--- config.mk ---
export PLATFORM = sky130hd
export DESIGN_NAME = vm16_core
export DESIGN_NICKNAME = d
export VERILOG_FILES = /design/src/rtl/vm16_pkg.sv /design/src/rtl/vm16_bram.sv /design/src/rtl/vm16_regfile.sv /design/src/rtl/vm16_decoder.sv /design/src/rtl/vm16_alu.sv /design/src/rtl/vm16_mmu.sv /design/src/rtl/vm16_core.sv
export SDC_FILE = /design/constraint.sdc
export NUM_CORES = 2
export LEC_CHECK = 0
export BUFFER_PORTS_ARGS = -buffer_cell sky130_fd_sc_hd__buf_2
export CAP_MARGIN = 20
export CELL_PAD_IN_SITES_DETAIL_PLACEMENT = 1
export CELL_PAD_IN_SITES_GLOBAL_PLACEMENT = 2
export CORE_UTILIZATION = 40
export DETAILED_ROUTE_END_ITERATION = 12
export PLACE_DENSITY_LB_ADDON = 0.1
export SYNTH_ARGS = -nofsm -noshare
export SYNTH_HDL_FRONTEND = slang
export SYNTH_SLANG_ARGS = --single-unit
--- constraint.sdc ---
create_clock -name clk -period 10.2 [get_ports clk]
set_input_delay 2.04 -clock clk [delete_from_list [all_inputs] [get_ports clk]]
set_output_delay 2.04 -clock clk [all_outputs]
set_load 0.01 [all_outputs]
--- src/rtl/vm16_pkg.sv ---
// Shared ISA, memory map and bus types for the vm16 core
// TIM sits at TIM_BASE and every other data address goes out over APB
`default_nettype none

package vm16_pkg;

    // Widths
    localparam int DATA_W    = 16;
    localparam int REG_SEL_W = 3;
    localparam int OP_W      = 5;
    localparam int ALU_OP_W  = 5;

    // Memory sizes and data address map
    localparam int INSTR_DEPTH = 64;
    localparam int INSTR_AW    = $clog2(INSTR_DEPTH);
    localparam int TIM_DEPTH   = 64;
    localparam int TIM_AW      = $clog2(TIM_DEPTH);
    localparam logic [DATA_W-1:0] TIM_BASE = 16'h0000;

    // Opcodes
    localparam logic [OP_W-1:0] OP_NOP     = 5'd0;
    localparam logic [OP_W-1:0] OP_LW      = 5'd1;
    localparam logic [OP_W-1:0] OP_SW      = 5'd2;
    localparam logic [OP_W-1:0] OP_MOV     = 5'd3;
    localparam logic [OP_W-1:0] OP_MOVI    = 5'd4;
    localparam logic [OP_W-1:0] OP_ARITH_U = 5'd5;
    localparam logic [OP_W-1:0] OP_ARITH_S = 5'd6;
    localparam logic [OP_W-1:0] OP_BIT     = 5'd7;
    localparam logic [OP_W-1:0] OP_CMP     = 5'd8;
    localparam logic [OP_W-1:0] OP_BR      = 5'd9;

    // Sub-operations carried in simm5
    localparam logic [4:0] SUB_ADD   = 5'b11111;
    localparam logic [4:0] SUB_SUB   = 5'b11110;
    localparam logic [4:0] SUB_OR    = 5'd0;
    localparam logic [4:0] SUB_XOR   = 5'd1;
    localparam logic [4:0] SUB_AND   = 5'd2;
    localparam logic [4:0] SUB_NOT   = 5'd3;
    localparam logic [4:0] SUB_LSHFT = 5'd4;
    localparam logic [4:0] SUB_RSHFT = 5'd5;

    // Branch conditions carried in imm8
    localparam logic [7:0] BR_U = 8'd0;
    localparam logic [7:0] BR_E = 8'd1;
    localparam logic [7:0] BR_L = 8'd2;

    // Compare result bits
    localparam int FLAG_Z = 0;
    localparam int FLAG_L = 1;

    typedef enum logic [ALU_OP_W-1:0] {
        ALU_NOP, ALU_PASS_B, ALU_OR, ALU_XOR, ALU_AND, ALU_NOT, ALU_LSHFT,
        ALU_RSHFT, ALU_UADD, ALU_USUB, ALU_SADD, ALU_SSUB, ALU_CMP
    } alu_op_e;

    typedef struct packed {
        logic [OP_W-1:0]      opcode;
        logic [REG_SEL_W-1:0] rd;
        logic [REG_SEL_W-1:0] ra;
        logic [4:0]           simm5;
    } vm16_instr_reg_t;

    typedef struct packed {
        logic [OP_W-1:0]      opcode;
        logic [REG_SEL_W-1:0] rd;
        logic [7:0]           imm8;
    } vm16_instr_imm_t;

    // One instruction word, register form or immediate form
    typedef union packed {
        vm16_instr_reg_t r;
        vm16_instr_imm_t i;
    } vm16_instr_t;

    typedef struct packed {
        alu_op_e alu_op;
        logic    has_imm4;
        logic    has_imm8;
        logic    has_we;
        logic    has_br;
        logic    has_mem;
        logic    has_mem_we;
        logic    has_cmp;
    } dec_ctrl_t;

    typedef struct packed {
        logic [DATA_W-1:0] paddr;
        logic              pwrite;
        logic              psel;
        logic              penable;
        logic [DATA_W-1:0] pwdata;
    } apb_req_t;

    typedef struct packed {
        logic [DATA_W-1:0] prdata;
        logic              pready;
    } apb_rsp_t;

endpackage

`default_nettype wire

--- src/rtl/vm16_bram.sv ---
// Single-port RAM, one cycle read latency, write-first, zero at power-up
`timescale 1ns/100ps
`default_nettype none

module vm16_bram import vm16_pkg::*; #(
    parameter int DEPTH = 64
) (
    input  logic                     clk,
    input  logic [$clog2(DEPTH)-1:0] addr,
    input  logic [DATA_W-1:0]        wdata,
    input  logic                     we,
    output logic [DATA_W-1:0]        rdata
);

    logic [DATA_W-1:0] mem [DEPTH] = '{default: '0};

    always_ff @(posedge clk) begin
        if (we) begin
            mem[addr] <= wdata;
            // New data shows on the read port
            rdata     <= wdata;
        end else begin
            rdata <= mem[addr];
        end
    end

endmodule

`default_nettype wire

--- src/rtl/vm16_regfile.sv ---
// Eight general registers, asynchronous read, write at the clock edge
`timescale 1ns/100ps
`default_nettype none

module vm16_regfile import vm16_pkg::*; (
    input  logic                 clk,
    input  logic                 reset,
    input  logic [REG_SEL_W-1:0] rs,
    output logic [DATA_W-1:0]    rdata,
    input  logic                 we,
    input  logic [REG_SEL_W-1:0] ws,
    input  logic [DATA_W-1:0]    wdata
);

    localparam int NUM_REGS = 2 ** REG_SEL_W;

    logic [DATA_W-1:0] regs [NUM_REGS];

    always_ff @(posedge clk) begin
        if (reset) begin
            for (int i = 0; i < NUM_REGS; i++) begin
                regs[i] <= '0;
            end
        end else if (we) begin
            regs[ws] <= wdata;
        end
    end

    assign rdata = regs[rs];

endmodule

`default_nettype wire

--- src/rtl/vm16_decoder.sv ---
// Instruction decoder, purely combinational
// Unknown opcodes and sub-codes decode to a NOP with every flag clear
`timescale 1ns/100ps
`default_nettype none

module vm16_decoder import vm16_pkg::*; (
    input  vm16_instr_t instr,
    output dec_ctrl_t   ctrl
);

    logic       is_signed;
    logic [4:0] sub;

    assign is_signed = (instr.r.opcode == OP_ARITH_S);
    assign sub       = instr.r.simm5;

    always_comb begin
        ctrl        = '0;
        ctrl.alu_op = ALU_NOP;
        case (instr.r.opcode)
            OP_LW: begin
                ctrl.alu_op  = ALU_PASS_B;
                ctrl.has_mem = 1'b1;
                ctrl.has_we  = 1'b1;
            end
            OP_SW: begin
                ctrl.alu_op     = ALU_PASS_B;
                ctrl.has_mem    = 1'b1;
                ctrl.has_mem_we = 1'b1;
            end
            OP_MOV: begin
                ctrl.alu_op = ALU_PASS_B;
                ctrl.has_we = 1'b1;
            end
            OP_MOVI: begin
                ctrl.alu_op   = ALU_PASS_B;
                ctrl.has_imm8 = 1'b1;
                ctrl.has_we   = 1'b1;
            end
            OP_ARITH_U, OP_ARITH_S: begin
                // Top bit clear means ra plus imm4, then an add
                ctrl.has_imm4 = ~sub[4];
                if (ctrl.has_imm4 || sub == SUB_ADD) begin
                    ctrl.alu_op = is_signed ? ALU_SADD : ALU_UADD;
                end else if (sub == SUB_SUB) begin
                    ctrl.alu_op = is_signed ? ALU_SSUB : ALU_USUB;
                end
                ctrl.has_we = (ctrl.alu_op != ALU_NOP);
            end
            OP_BIT: begin
                case (sub)
                    SUB_OR:    ctrl.alu_op = ALU_OR;
                    SUB_XOR:   ctrl.alu_op = ALU_XOR;
                    SUB_AND:   ctrl.alu_op = ALU_AND;
                    SUB_NOT:   ctrl.alu_op = ALU_NOT;
                    SUB_LSHFT: ctrl.alu_op = ALU_LSHFT;
                    SUB_RSHFT: ctrl.alu_op = ALU_RSHFT;
                    default:   ctrl.alu_op = ALU_NOP;
                endcase
                ctrl.has_we = (ctrl.alu_op != ALU_NOP);
            end
            OP_CMP: begin
                ctrl.alu_op  = ALU_CMP;
                ctrl.has_cmp = 1'b1;
            end
            OP_BR: begin
                // Condition sits in imm8, target is register rd
                ctrl.has_br   = 1'b1;
                ctrl.has_imm8 = 1'b1;
            end
            default: ctrl.alu_op = ALU_NOP;
        endcase
    end

endmodule

`default_nettype wire

--- src/rtl/vm16_alu.sv ---
// Combinational ALU, a is the rd operand and b the second operand
// Compare is unsigned and only sets FLAG_Z and FLAG_L
`timescale 1ns/100ps
`default_nettype none

module vm16_alu import vm16_pkg::*; (
    input  alu_op_e           op,
    input  logic [DATA_W-1:0] a,
    input  logic [DATA_W-1:0] b,
    output logic [DATA_W-1:0] c
);

    always_comb begin
        c = '0;
        case (op)
            // Moves, immediates and memory addresses
            ALU_PASS_B: c = b;
            ALU_OR:     c = a | b;
            ALU_XOR:    c = a ^ b;
            ALU_AND:    c = a & b;
            ALU_NOT:    c = ~b;
            // b is the shift amount
            ALU_LSHFT:  c = a << b;
            ALU_RSHFT:  c = a >> b;
            ALU_UADD:   c = a + b;
            ALU_USUB:   c = a - b;
            ALU_SADD:   c = DATA_W'($signed(a) + $signed(b));
            ALU_SSUB:   c = DATA_W'($signed(a) - $signed(b));
            ALU_CMP: begin
                c[FLAG_Z] = (a == b);
                c[FLAG_L] = (a < b);
            end
            default:    c = '0;
        endcase
    end

endmodule

`default_nettype wire

--- src/rtl/vm16_mmu.sv ---
// Data memory unit, TIM window served locally, all else via APB master
// req is a one-cycle pulse; busy stays high until the access is done
`timescale 1ns/100ps
`default_nettype none

module vm16_mmu import vm16_pkg::*; (
    input  logic              clk,
    input  logic              reset,
    input  logic              req,
    input  logic [DATA_W-1:0] addr,
    input  logic [DATA_W-1:0] wdata,
    input  logic              we,
    output logic              busy,
    output logic [DATA_W-1:0] rdata,
    output apb_req_t          apb_req,
    input  apb_rsp_t          apb_rsp
);

    typedef enum logic [1:0] {
        M_IDLE,
        M_ACCESS,
        M_FINISH
    } mmu_state_e;

    mmu_state_e        state;
    logic [DATA_W-1:0] tim_off;
    logic              tim_en;
    logic              tim_we;
    logic [DATA_W-1:0] tim_rdata;
    logic [DATA_W-1:0] apb_rdata;
    logic              apb_done;

    // TIM window decode
    assign tim_off = addr - TIM_BASE;
    assign tim_en  = (tim_off < TIM_DEPTH);
    assign tim_we  = req && we && tim_en;

    // Access phase completes when the slave raises pready
    assign apb_done = apb_req.penable && apb_rsp.pready;

    assign busy  = req || (state == M_ACCESS);
    assign rdata = tim_en ? tim_rdata : apb_rdata;

    always_ff @(posedge clk) begin
        if (reset) begin
            state   <= M_IDLE;
            apb_req <= '0;
        end else begin
            case (state)
                M_IDLE: begin
                    if (req && !tim_en) begin
                        // Setup phase starts next cycle
                        apb_req.paddr  <= addr;
                        apb_req.pwdata <= wdata;
                        apb_req.pwrite <= we;
                        apb_req.psel   <= 1'b1;
                        state          <= M_ACCESS;
                    end
                end
                M_ACCESS: begin
                    if (!apb_req.penable) begin
                        apb_req.penable <= 1'b1;
                    end else if (apb_rsp.pready) begin
                        apb_req <= '0;
                        state   <= M_FINISH;
                    end
                end
                // Read data is held here for writeback
                M_FINISH: state <= M_IDLE;
                default:  state <= M_IDLE;
            endcase
        end
    end

    always_ff @(posedge clk) begin
        if (state == M_ACCESS && apb_done) begin
            apb_rdata <= apb_rsp.prdata;
        end
    end

    vm16_bram #(
        .DEPTH (TIM_DEPTH)
    ) tim_i (
        .clk   (clk),
        .addr  (tim_off[TIM_AW-1:0]),
        .wdata (wdata),
        .we    (tim_we),
        .rdata (tim_rdata)
    );

endmodule

`default_nettype wire

--- src/rtl/vm16_core.sv ---
// Multi-cycle vm16 core, IF R1 R2 (ME) WB per instruction
// Program load only while reset is high, ending a cycle before reset falls
`timescale 1ns/100ps
`default_nettype none

module vm16_core import vm16_pkg::*; (
    input  logic                clk,
    input  logic                reset,
    input  logic                prog_we,
    input  logic [INSTR_AW-1:0] prog_addr,
    input  vm16_instr_t         prog_data,
    output apb_req_t            apb_req,
    input  apb_rsp_t            apb_rsp
);

    typedef enum logic [2:0] {
        S_IF,
        S_R1,
        S_R2,
        S_ME,
        S_WB
    } state_e;

    state_e               state;
    logic [INSTR_AW-1:0]  pc;
    logic [INSTR_AW-1:0]  imem_addr;
    logic [DATA_W-1:0]    imem_rdata;
    vm16_instr_t          instr;
    dec_ctrl_t            ctrl;
    logic [DATA_W-1:0]    rdd;
    logic [DATA_W-1:0]    rda;
    logic [DATA_W-1:0]    operand_b;
    logic [REG_SEL_W-1:0] reg_rs;
    logic [DATA_W-1:0]    reg_rdata;
    logic                 reg_we;
    logic [DATA_W-1:0]    reg_wdata;
    logic [DATA_W-1:0]    alu_c;
    logic [1:0]           flags;
    logic                 br_cond;
    logic                 br_taken;
    logic                 mem_req;
    logic                 mem_busy;
    logic [DATA_W-1:0]    mem_addr;
    logic [DATA_W-1:0]    mem_rdata;

    assign imem_addr = prog_we ? prog_addr : pc;

    // rd is read in R1, ra in R2
    assign reg_rs = (state == S_R1) ? instr.r.rd : instr.r.ra;

    always_comb begin
        if (ctrl.has_imm8) begin
            operand_b = {{(DATA_W-8){1'b0}}, instr.i.imm8};
        end else if (ctrl.has_imm4) begin
            operand_b = reg_rdata + {{(DATA_W-4){1'b0}}, instr.r.simm5[3:0]};
        end else begin
            operand_b = reg_rdata;
        end
    end

    always_comb begin
        case (instr.i.imm8)
            BR_U:    br_cond = 1'b1;
            BR_E:    br_cond = flags[FLAG_Z];
            BR_L:    br_cond = flags[FLAG_L];
            default: br_cond = 1'b0;
        endcase
    end

    assign br_taken  = ctrl.has_br && br_cond;
    assign mem_addr  = alu_c + {{(DATA_W-5){instr.r.simm5[4]}}, instr.r.simm5};
    assign reg_we    = ctrl.has_we && (state == S_WB);
    assign reg_wdata = ctrl.has_mem ? mem_rdata : alu_c;

    always_ff @(posedge clk) begin
        if (reset) begin
            state   <= S_IF;
            pc      <= '0;
            instr   <= '0;
            mem_req <= 1'b0;
            flags   <= '0;
        end else begin
            case (state)
                S_IF: begin
                    instr <= imem_rdata;
                    state <= S_R1;
                end
                S_R1: state <= S_R2;
                S_R2: begin
                    if (br_taken) begin
                        pc <= rdd[INSTR_AW-1:0];
                    end else if (pc != INSTR_AW'(INSTR_DEPTH - 1)) begin
                        pc <= pc + 1'b1;
                    end
                    mem_req <= ctrl.has_mem;
                    state   <= ctrl.has_mem ? S_ME : S_WB;
                end
                S_ME: begin
                    mem_req <= 1'b0;
                    if (!mem_busy) begin
                        state <= S_WB;
                    end
                end
                S_WB: begin
                    if (ctrl.has_cmp) begin
                        flags[FLAG_Z] <= alu_c[FLAG_Z];
                        flags[FLAG_L] <= alu_c[FLAG_L];
                    end
                    state <= S_IF;
                end
                default: state <= S_IF;
            endcase
        end
    end

    // Operand latches
    always_ff @(posedge clk) begin
        if (state == S_R1) begin
            rdd <= reg_rdata;
        end
        if (state == S_R2) begin
            rda <= operand_b;
        end
    end

    vm16_bram #(
        .DEPTH (INSTR_DEPTH)
    ) imem_i (
        .clk   (clk),
        .addr  (imem_addr),
        .wdata (prog_data),
        .we    (prog_we),
        .rdata (imem_rdata)
    );

    vm16_decoder decoder_i (
        .instr (instr),
        .ctrl  (ctrl)
    );

    vm16_regfile regfile_i (
        .clk   (clk),
        .reset (reset),
        .rs    (reg_rs),
        .rdata (reg_rdata),
        .we    (reg_we),
        .ws    (instr.r.rd),
        .wdata (reg_wdata)
    );

    vm16_alu alu_i (
        .op (ctrl.alu_op),
        .a  (rdd),
        .b  (rda),
        .c  (alu_c)
    );

    vm16_mmu mmu_i (
        .clk     (clk),
        .reset   (reset),
        .req     (mem_req),
        .addr    (mem_addr),
        .wdata   (rdd),
        .we      (ctrl.has_mem_we),
        .busy    (mem_busy),
        .rdata   (mem_rdata),
        .apb_req (apb_req),
        .apb_rsp (apb_rsp)
    );

endmodule

`default_nettype wire

# After elaboration in Yosys (flattened, before gate mapping)
# Memories as Yosys holds them, arrays and structs flattened. A register that Yosys moved wholly into a read port is not among the register bits.
# Index checks and enable logic that the tools add are counted.
# W data, S select, Z words.
[classes] addsub=7 n_lt_le_gt_ge=2 n_eq_ne=41 n_shift=2 mux=54 bitwise=5 reduce_logical=29
[op_table] op="$pmux W14 S11" count=1
[op_table] op="$mux W16" count=6
[op_table] op="$eq A5 B3 Y1 const B" count=10
[op_table] op="$add A16 B16 Y16" count=3
[op_table] op="$mux W18" count=2
[op_table] op="$pmux W18 S2" count=1
[op_table] op="$eq A5 B4 Y1 const B" count=7
[op_table] op="$mux W35" count=1
[op_table] op="$pmux W16 S2" count=1
[op_table] op="$sub A16 B16 Y16" count=2
[op_table] op="$eq A5 B2 Y1 const B" count=6
[op_table] op="$pmux W2 S12" count=1
[op_table] op="$mux W5" count=4
[op_table] op="$pmux W5 S4" count=1
[op_table] op="$mux W6" count=3
[op_table] op="$pmux W3 S6" count=1
[op_table] op="$mux W1" count=17
[op_table] op="$add A16 B4 Y16" count=1
[op_table] op="$and A16 B16 Y16" count=1
[op_table] op="$eq A16 B16 Y1" count=1
[op_table] op="$lt A16 B16 Y1" count=1
[op_table] op="$lt A16 B7 Y1 const B" count=1
[op_table] op="$not A16 Y16" count=1
[op_table] op="$or A16 B16 Y16" count=1
[op_table] op="39 further kinds" count=66
[word_totals] register_bits=113 ram_bits=2176 in_bits=42 out_inout_bits=35 word_cells=158 mem_count=3
[memory_table] memory="imem_i.mem" words=64 word_bits=16 read_ports=1 rd_ports_with_merged_regs=1 wr=1 line="vm16_bram.sv:15" rtl="logic [DATA_W-1:0] mem [DEPTH] = '{default: '0};"
[memory_table] memory="mmu_i.tim_i.mem" words=64 word_bits=16 read_ports=1 rd_ports_with_merged_regs=1 wr=1 line="vm16_bram.sv:15"
[memory_table] memory="regfile_i.regs" words=8 word_bits=16 read_ports=1 rd_ports_with_merged_regs=0 wr=8 line="vm16_regfile.sv:17" rtl="logic [DATA_W-1:0] regs [NUM_REGS];"

# Logic depth before layout (Yosys ltp)
[logic_depth] depth_word=14 mapped_depth=28

# Hierarchy
# Synthesis repeated with hierarchy kept, for this count alone.
[unflattened] cells_unflattened=5232 hier_area_um2=95924.5
[modules_own_cells] module="vm16_bram" instances=2 cells_each=1819 area_each_um2=39842.0 seq_area_each_um2=30869.6
[modules_own_cells] module="vm16_regfile" instances=1 cells_each=373 area_each_um2=5865.6 seq_area_each_um2=3843.7
[modules_own_cells] module="vm16_alu" instances=1 cells_each=614 area_each_um2=4166.5 seq_area_each_um2=0.0
[modules_own_cells] module="vm16_core" instances=1 cells_each=396 area_each_um2=3752.3 seq_area_each_um2=1521.5
[modules_own_cells] module="vm16_mmu" instances=1 cells_each=167 area_each_um2=2174.6 seq_area_each_um2=1221.2
[modules_own_cells] module="vm16_decoder" instances=1 cells_each=44 area_each_um2=281.5 seq_area_each_um2=0.0

# Worst setup path after synthesis
# OpenSTA, ideal clock, no wires.
[synth_path] kind="reg2reg" start="reg rdd[2]" end="mem mmu_i.tim_i.mem[27][0] (enable)" setup_time_ns=0.388 t_arrival_ns=6.891 path_slack_ns=2.921 stages_incl_launch_ff=26 path_buffers=4 period_less_slack_ns=7.279 cell_sequence="edfxtp_1 clkbuf_1 inv_1 ha_1 buf_2 nor2b_1 o21a_1 o211ai_1 a31oi_1 o311ai_0 a21oi_1 or3b_2 nand3_1 ha_1 a211oi_1 o21ai_1 and2_1 mux2_1 o2bb2ai_1 nand4_1 or4_1 buf_2 nor3_4 buf_4 nand3_1 nor2_1"
[synth_via] elab_chain_len=7 word_cells_on_any_way=18 cone_classes="add/sub (5); order compare (2); eq/ne (1); shift (2); mux (4); bitwise (3); reduce/logical (1)"
[synth_rtl] element="start, declared" line="vm16_core.sv:30" rtl="logic [DATA_W-1:0] rdd;"
[synth_rtl] element="start signal, assigned" line="vm16_core.sv:119" rtl="rdd <= reg_rdata;"
[synth_rtl] element="$lt A16 B16 Y1, or another cell as far along" line="vm16_alu.sv:31" rtl="c[FLAG_L] = (a < b);"
[synth_rtl] element="$pmux W2 S12 *" line="vm16_alu.sv:15" rtl="case (op)"
[synth_rtl] element="via alu_c[1]" line="vm16_core.sv:37" rtl="logic [DATA_W-1:0] alu_c;"
[synth_rtl] element="$add A16 B16 Y16 *" line="vm16_core.sv:71" rtl="assign mem_addr = alu_c + {{(DATA_W-5){instr.r.simm5[4]}}, instr.r.simm5};"
[synth_rtl] element="$lt A16 B7 Y1" line="vm16_mmu.sv:35" rtl="assign tim_en = (tim_off < TIM_DEPTH);"
[synth_rtl] element="$logic_and A1 B1 Y1" line="vm16_mmu.sv:36" rtl="assign tim_we = req && we && tim_en;"
[synth_rtl] element="$mux W1" line="vm16_bram.sv:18" rtl="if (we) begin"
[synth_rtl] element="$mux W1 (implied by the code)" line="vm16_bram.sv:19" rtl="mem[addr] <= wdata;"
[synth_rtl] element="end, declared" line="vm16_bram.sv:15"
# Mark *: on every way through the listed nets, which the timed path passes. The rest lies on a longest branch.

# Worst setup path after layout
[layout_path] start="reg instr[13] (netlist name)" end="mem mmu_i.tim_i.mem[54][10] (enable)"
[layout_via] elab_chain_len=13 word_cells_on_any_way=37 cone_classes="add/sub (1); order compare (1); eq/ne (20); mux (11); reduce/logical (4)"
[layout_rtl] element="start, declared" line="vm16_core.sv:28" rtl="vm16_instr_t instr;"
[layout_rtl] element="start signal, assigned" line="vm16_core.sv:85" rtl="instr <= imem_rdata;"
[layout_rtl] element="$eq A5 B3 Y1" line="vm16_decoder.sv:14, vm16_decoder.sv:20"
[layout_rtl] element="$mux W2" line="vm16_decoder.sv:46" rtl="ctrl.alu_op = is_signed ? ALU_SSUB : ALU_USUB;"
[layout_rtl] element="$mux W5" line="vm16_decoder.sv:45" rtl="end else if (sub == SUB_SUB) begin"
[layout_rtl] element="$mux W5" line="vm16_decoder.sv:43" rtl="if (ctrl.has_imm4 || sub == SUB_ADD) begin"
[layout_rtl] element="$mux W5" line="vm16_decoder.sv:20" rtl="case (instr.r.opcode)"
[layout_rtl] element="$pmux W5 S4" line="vm16_decoder.sv:20"
[layout_rtl] element="$eq A5 B4 Y1, or another cell as far along" line="vm16_alu.sv:15"
[layout_rtl] element="$pmux W2 S12 or $pmux W14 S11 (tied branches)" line="vm16_alu.sv:15"
[layout_rtl] element="$add A16 B16 Y16" line="vm16_core.sv:71"
[layout_rtl] element="$lt A16 B7 Y1" line="vm16_mmu.sv:35"
[layout_rtl] element="$logic_and A1 B1 Y1" line="vm16_mmu.sv:36"
[layout_rtl] element="$mux W1" line="vm16_bram.sv:18"
[layout_rtl] element="$mux W1 (implied by the code)" line="vm16_bram.sv:19"
# Several ways; a longest one is shown, not always the timed one. The select of a mux whose other input is x is not followed.

==> impl_metrics.env <==
export IMPL_dr_pass1_iters=6
export IMPL_wirelength_um=271000
export IMPL_yosys_area_top_type="edfxtp_1"
export IMPL_fmax_ghz=0.114
export IMPL_synth_mux_area_frac=0.177
export IMPL_io_buffers=76
export IMPL_instances_no_fill=8413
export IMPL_cts_buffer_depth=3
export IMPL_die_x_um=488
export IMPL_ys_seq_area_frac=0.723
export IMPL_p_comb_frac=0.227
export IMPL_grt_pass1_vias=49500
export IMPL_clock_latency_ns=0.91
export IMPL_cp_common_cell="nand3_1"
export IMPL_synth_edff_count=2224
export IMPL_critical_path_class="reg -> reg"
export IMPL_crit_chain="nor3b_2 > nand4_2 > nand3_1 > nand3_1 > nor2_1 > nor2_1 > o31ai_1 > ha_1 > o21ai_0 > o21ai_1 > and2_1 > mux2_1 > o2bb2ai_1 > nand4_1 > or4_1 > nor3_4 > buf_4 > nand3_1 > nor2_2"
export IMPL_die_area_mm2=0.238
export IMPL_die_h_um=488
export IMPL_slowest_delay_ns=0.94
export IMPL_swShare=0.298
export IMPL_pin_count=77
export IMPL_period_share=0.858
export IMPL_netlist_cell_type_count=99
export IMPL_synth_commonest_cells="edfxtp_1 (2,224), mux4_2 (701), nor2_1 (348)"
export IMPL_use_met2=0.370
export IMPL_synthFlopType="edfxtp_1"
export IMPL_synth_top_cell_area_share=0.707
export IMPL_routedWlPerCell_um=32.2
export IMPL_ant_nets=0
export IMPL_synthSimpleGateAreaFrac=0.0425
export IMPL_skew_ns=0.0734
export IMPL_start_util=0.402
export IMPL_slew_limit_headroom=0.232
export IMPL_setup_viol_count_final=0
export IMPL_drc=0
export IMPL_yosysMostFrequentCell="edfxtp_1"
export IMPL_clkPwrFrac=0.342
export IMPL_synth_area_leaders="edfxtp_1 (71%), mux4_2 (17%), dfxtp_1 (1.6%)"
export IMPL_crit_buf_inv=1
export IMPL_min_path_type="reg -> reg"
export IMPL_slowest_stage="nor2_2"
export IMPL_vias=48100
export IMPL_gp_congestion=0.883
export IMPL_hold_viol_final=0
export IMPL_yosysWarningCount=0
export IMPL_maxSlewViolCount=0
export IMPL_clk_pin_slew_ns=0.06
export IMPL_use_met3=0.0292
export IMPL_async_flop_share=0
export IMPL_numCtsBuffers=238
export IMPL_antenna_found_initial=13
export IMPL_core_mm2=0.235
export IMPL_fillers=21700
export IMPL_grt_overflow=0
export IMPL_switching_power_uw=7610
export IMPL_synth_xor_area_frac=0.00315
export IMPL_tightest_slew_ns=1.15
export IMPL_ys_seq_elements=2301
export IMPL_ir_drop_uv=207
export IMPL_rows=178
export IMPL_synth_cells=4833
export IMPL_drtIter0Drc=4332
export IMPL_postSynthAreaPerCell_um2=19.6
export IMPL_grt_max_degree=90
export IMPL_cp_top_family="simple AND/OR/NAND/NOR gates"
export IMPL_cp_required_ns=10.67
export IMPL_intPower_uw=17900
export IMPL_grt_pass1_wl_um=384000
export IMPL_status="complete, no violations"
export IMPL_synth_top_family_by_area="multiplexers"
export IMPL_drive_above_1_share=0.277
export IMPL_cts_tree="yes"
export IMPL_rsz0062_at_grt="no"
export IMPL_syn_area_mm2=0.0945
export IMPL_finalSetupTns_ns=0
export IMPL_p_leak_uw=0.0338
export IMPL_post_cts_buffers=0
export IMPL_p_per_area_mw_per_mm2=238
export IMPL_layout_nets=5164
export IMPL_yosys_area_share_adder=0.00985
export IMPL_cp_start_kind="register"
export IMPL_grt_util_all_layers=0.229
export IMPL_whs_ns=0.464
export IMPL_min_period_ns=8.75
export IMPL_vias_per_cell=5.71
export IMPL_globalRouteMet1Util=0.332
export IMPL_root_buffer="clkbuf_16"
export IMPL_dp_cells=7955
export IMPL_cts_resized=0
export IMPL_synth_compound_area_share=0.0298
export IMPL_critPathMaxFanout=19
export IMPL_seqPwrFrac=0.431
export IMPL_dp_hpwl_um=168000
export IMPL_grt_busiest_layer="met2"
export IMPL_cts_sinks=2301
export IMPL_syn_nets=4947
export IMPL_critPathCaptureType="register"
export IMPL_holdBufCountCts=0
export IMPL_power_uw=25500
export IMPL_maxCapViolations=0
export IMPL_area_growth_pct=13.6
export IMPL_crit_arrival_ns=9.22
export IMPL_h_tree_depth=4
area by class of cell:
type	count	area, um^2	share of cell area
clock buffers	295	6210	0.0579
repair buffers	249	1830	0.0171
diodes	4	10.0	0.0000932
clock inverters	154	1590	0.0148
multi-input cells	2189	25100	0.234
well taps	3150	3940	0.0367
flip-flops and latches	2301	68400	0.637
inverters	71	267	0.00248
worst paths after layout:
| check | startpoint | to | slack, ns | cells after the start |
|---|---|---|---|---|
| worst max-delay path | instr[13]$_SDFFE_PP0P_ | mmu_i.tim_i.mem[54][10]$_DFFE_PP_ | 1.45 | 19 |
| worst min register to register | mmu_i.apb_req[12]$_SDFFE_PP0P_ | mmu_i.apb_req[12]$_SDFFE_PP0P_ | 0.46 | 2 |
| worst min-delay path | mmu_i.apb_req[12]$_SDFFE_PP0P_ | mmu_i.apb_req[12]$_SDFFE_PP0P_ | 0.46 | 2 |
| worst max register to register | instr[13]$_SDFFE_PP0P_ | mmu_i.tim_i.mem[54][10]$_DFFE_PP_ | 1.45 | 19 |
state kept, by name, summed over array words and instances (netlist names), named ones only:
signal,count
rdd,16
imem_i.mem,1024
flags,2
mmu_i.state,2
regfile_i.regs,128
pc,6
mmu_i.apb_rdata,16
mem_req,1
instr,16
mmu_i.tim_i.mem,1024
mmu_i.apb_req,35
state,3
rda,16
routing by layer:
layer  wire, um  up-vias
li1           -    20400
met1     122000    26200
met2     131000     1206
met3      12600      264
met4       5020        0
met5          0        -
worst reg2reg max path, stage by stage, from the launching register on:
cell,delay (ns)
dfxtp_1,0.57
nor3b_2,0.53
nand4_2,0.61
nand3_1,0.85
nand3_1,0.31
nor2_1,0.17
nor2_1,0.05
o31ai_1,0.63
ha_1,0.41
o21ai_0,0.25
o21ai_1,0.16
and2_1,0.25
mux2_1,0.31
o2bb2ai_1,0.21
nand4_1,0.22
or4_1,0.67
nor3_4,0.25
buf_4,0.40
nand3_1,0.57
nor2_2,0.95
metrics by stage:
stage / setup WS [ns] / area (um^2) / utilization
floorplan: 2.92 / 94500 / -
CTS: 1.52 / 107000 / 0.456
detailed placement: 1.54 / 99400 / 0.423
global route: 1.05 / 107000 / 0.457
global placement: 1.71 / 99400 / 0.423
finish: 1.45 / 107000 / 0.457
power by group through the flow:
stage                     sequential, uW  clock [uW]  combinational [uW]
final                              11000        8720                5790
after global routing               11000        9220                6070
after CTS                          11000        8910                5870
after detailed placement           11200           0                5860
after global placement             11200           0                5840
after floorplan                    11100           0                3480
cell usage in the layout, fill, tap and decap left out, types with 16 or more instances in the layout:
cell	synthesis	routed
ha_1	68	68
buf_4	5	162
o211ai_1	17	17
nor2b_1	29	29
mux2i_1	88	87
nor2_1	348	239
edfxtp_1	2224	2224
clkinv_1	1	60
nor3_1	27	26
nand3_1	82	80
bufinv_16	0	26
and2_1	16	16
a211oi_1	23	23
clkbuf_1	162	54
nand4_1	23	23
nand2_1	240	240
buf_2	26	76
inv_1	69	69
nor4_1	17	16
clkinv_2	0	48
xnor2_1	26	25
clkbuf_16	0	239
nor2_2	1	107
dfxtp_1	77	68
a31oi_1	23	23
mux4_2	701	701
a21o_1	17	17
o21ai_0	79	79
nand2b_1	28	28
a21oi_1	123	122
cell families (layout without fill, tap and decap cells):
family,count (synthesis),in the layout
XOR/XNOR,34,34
adder cells (fa/ha/maj),72,72
buffers and inverters,343,769
flip-flops,2301,2301
AO/OA/AOI/OAI,411,411
AND/OR/NAND/NOR,878,878
other,0,4
multiplexers,794,794
Note: power is estimated with default switching activity, not from simulation.
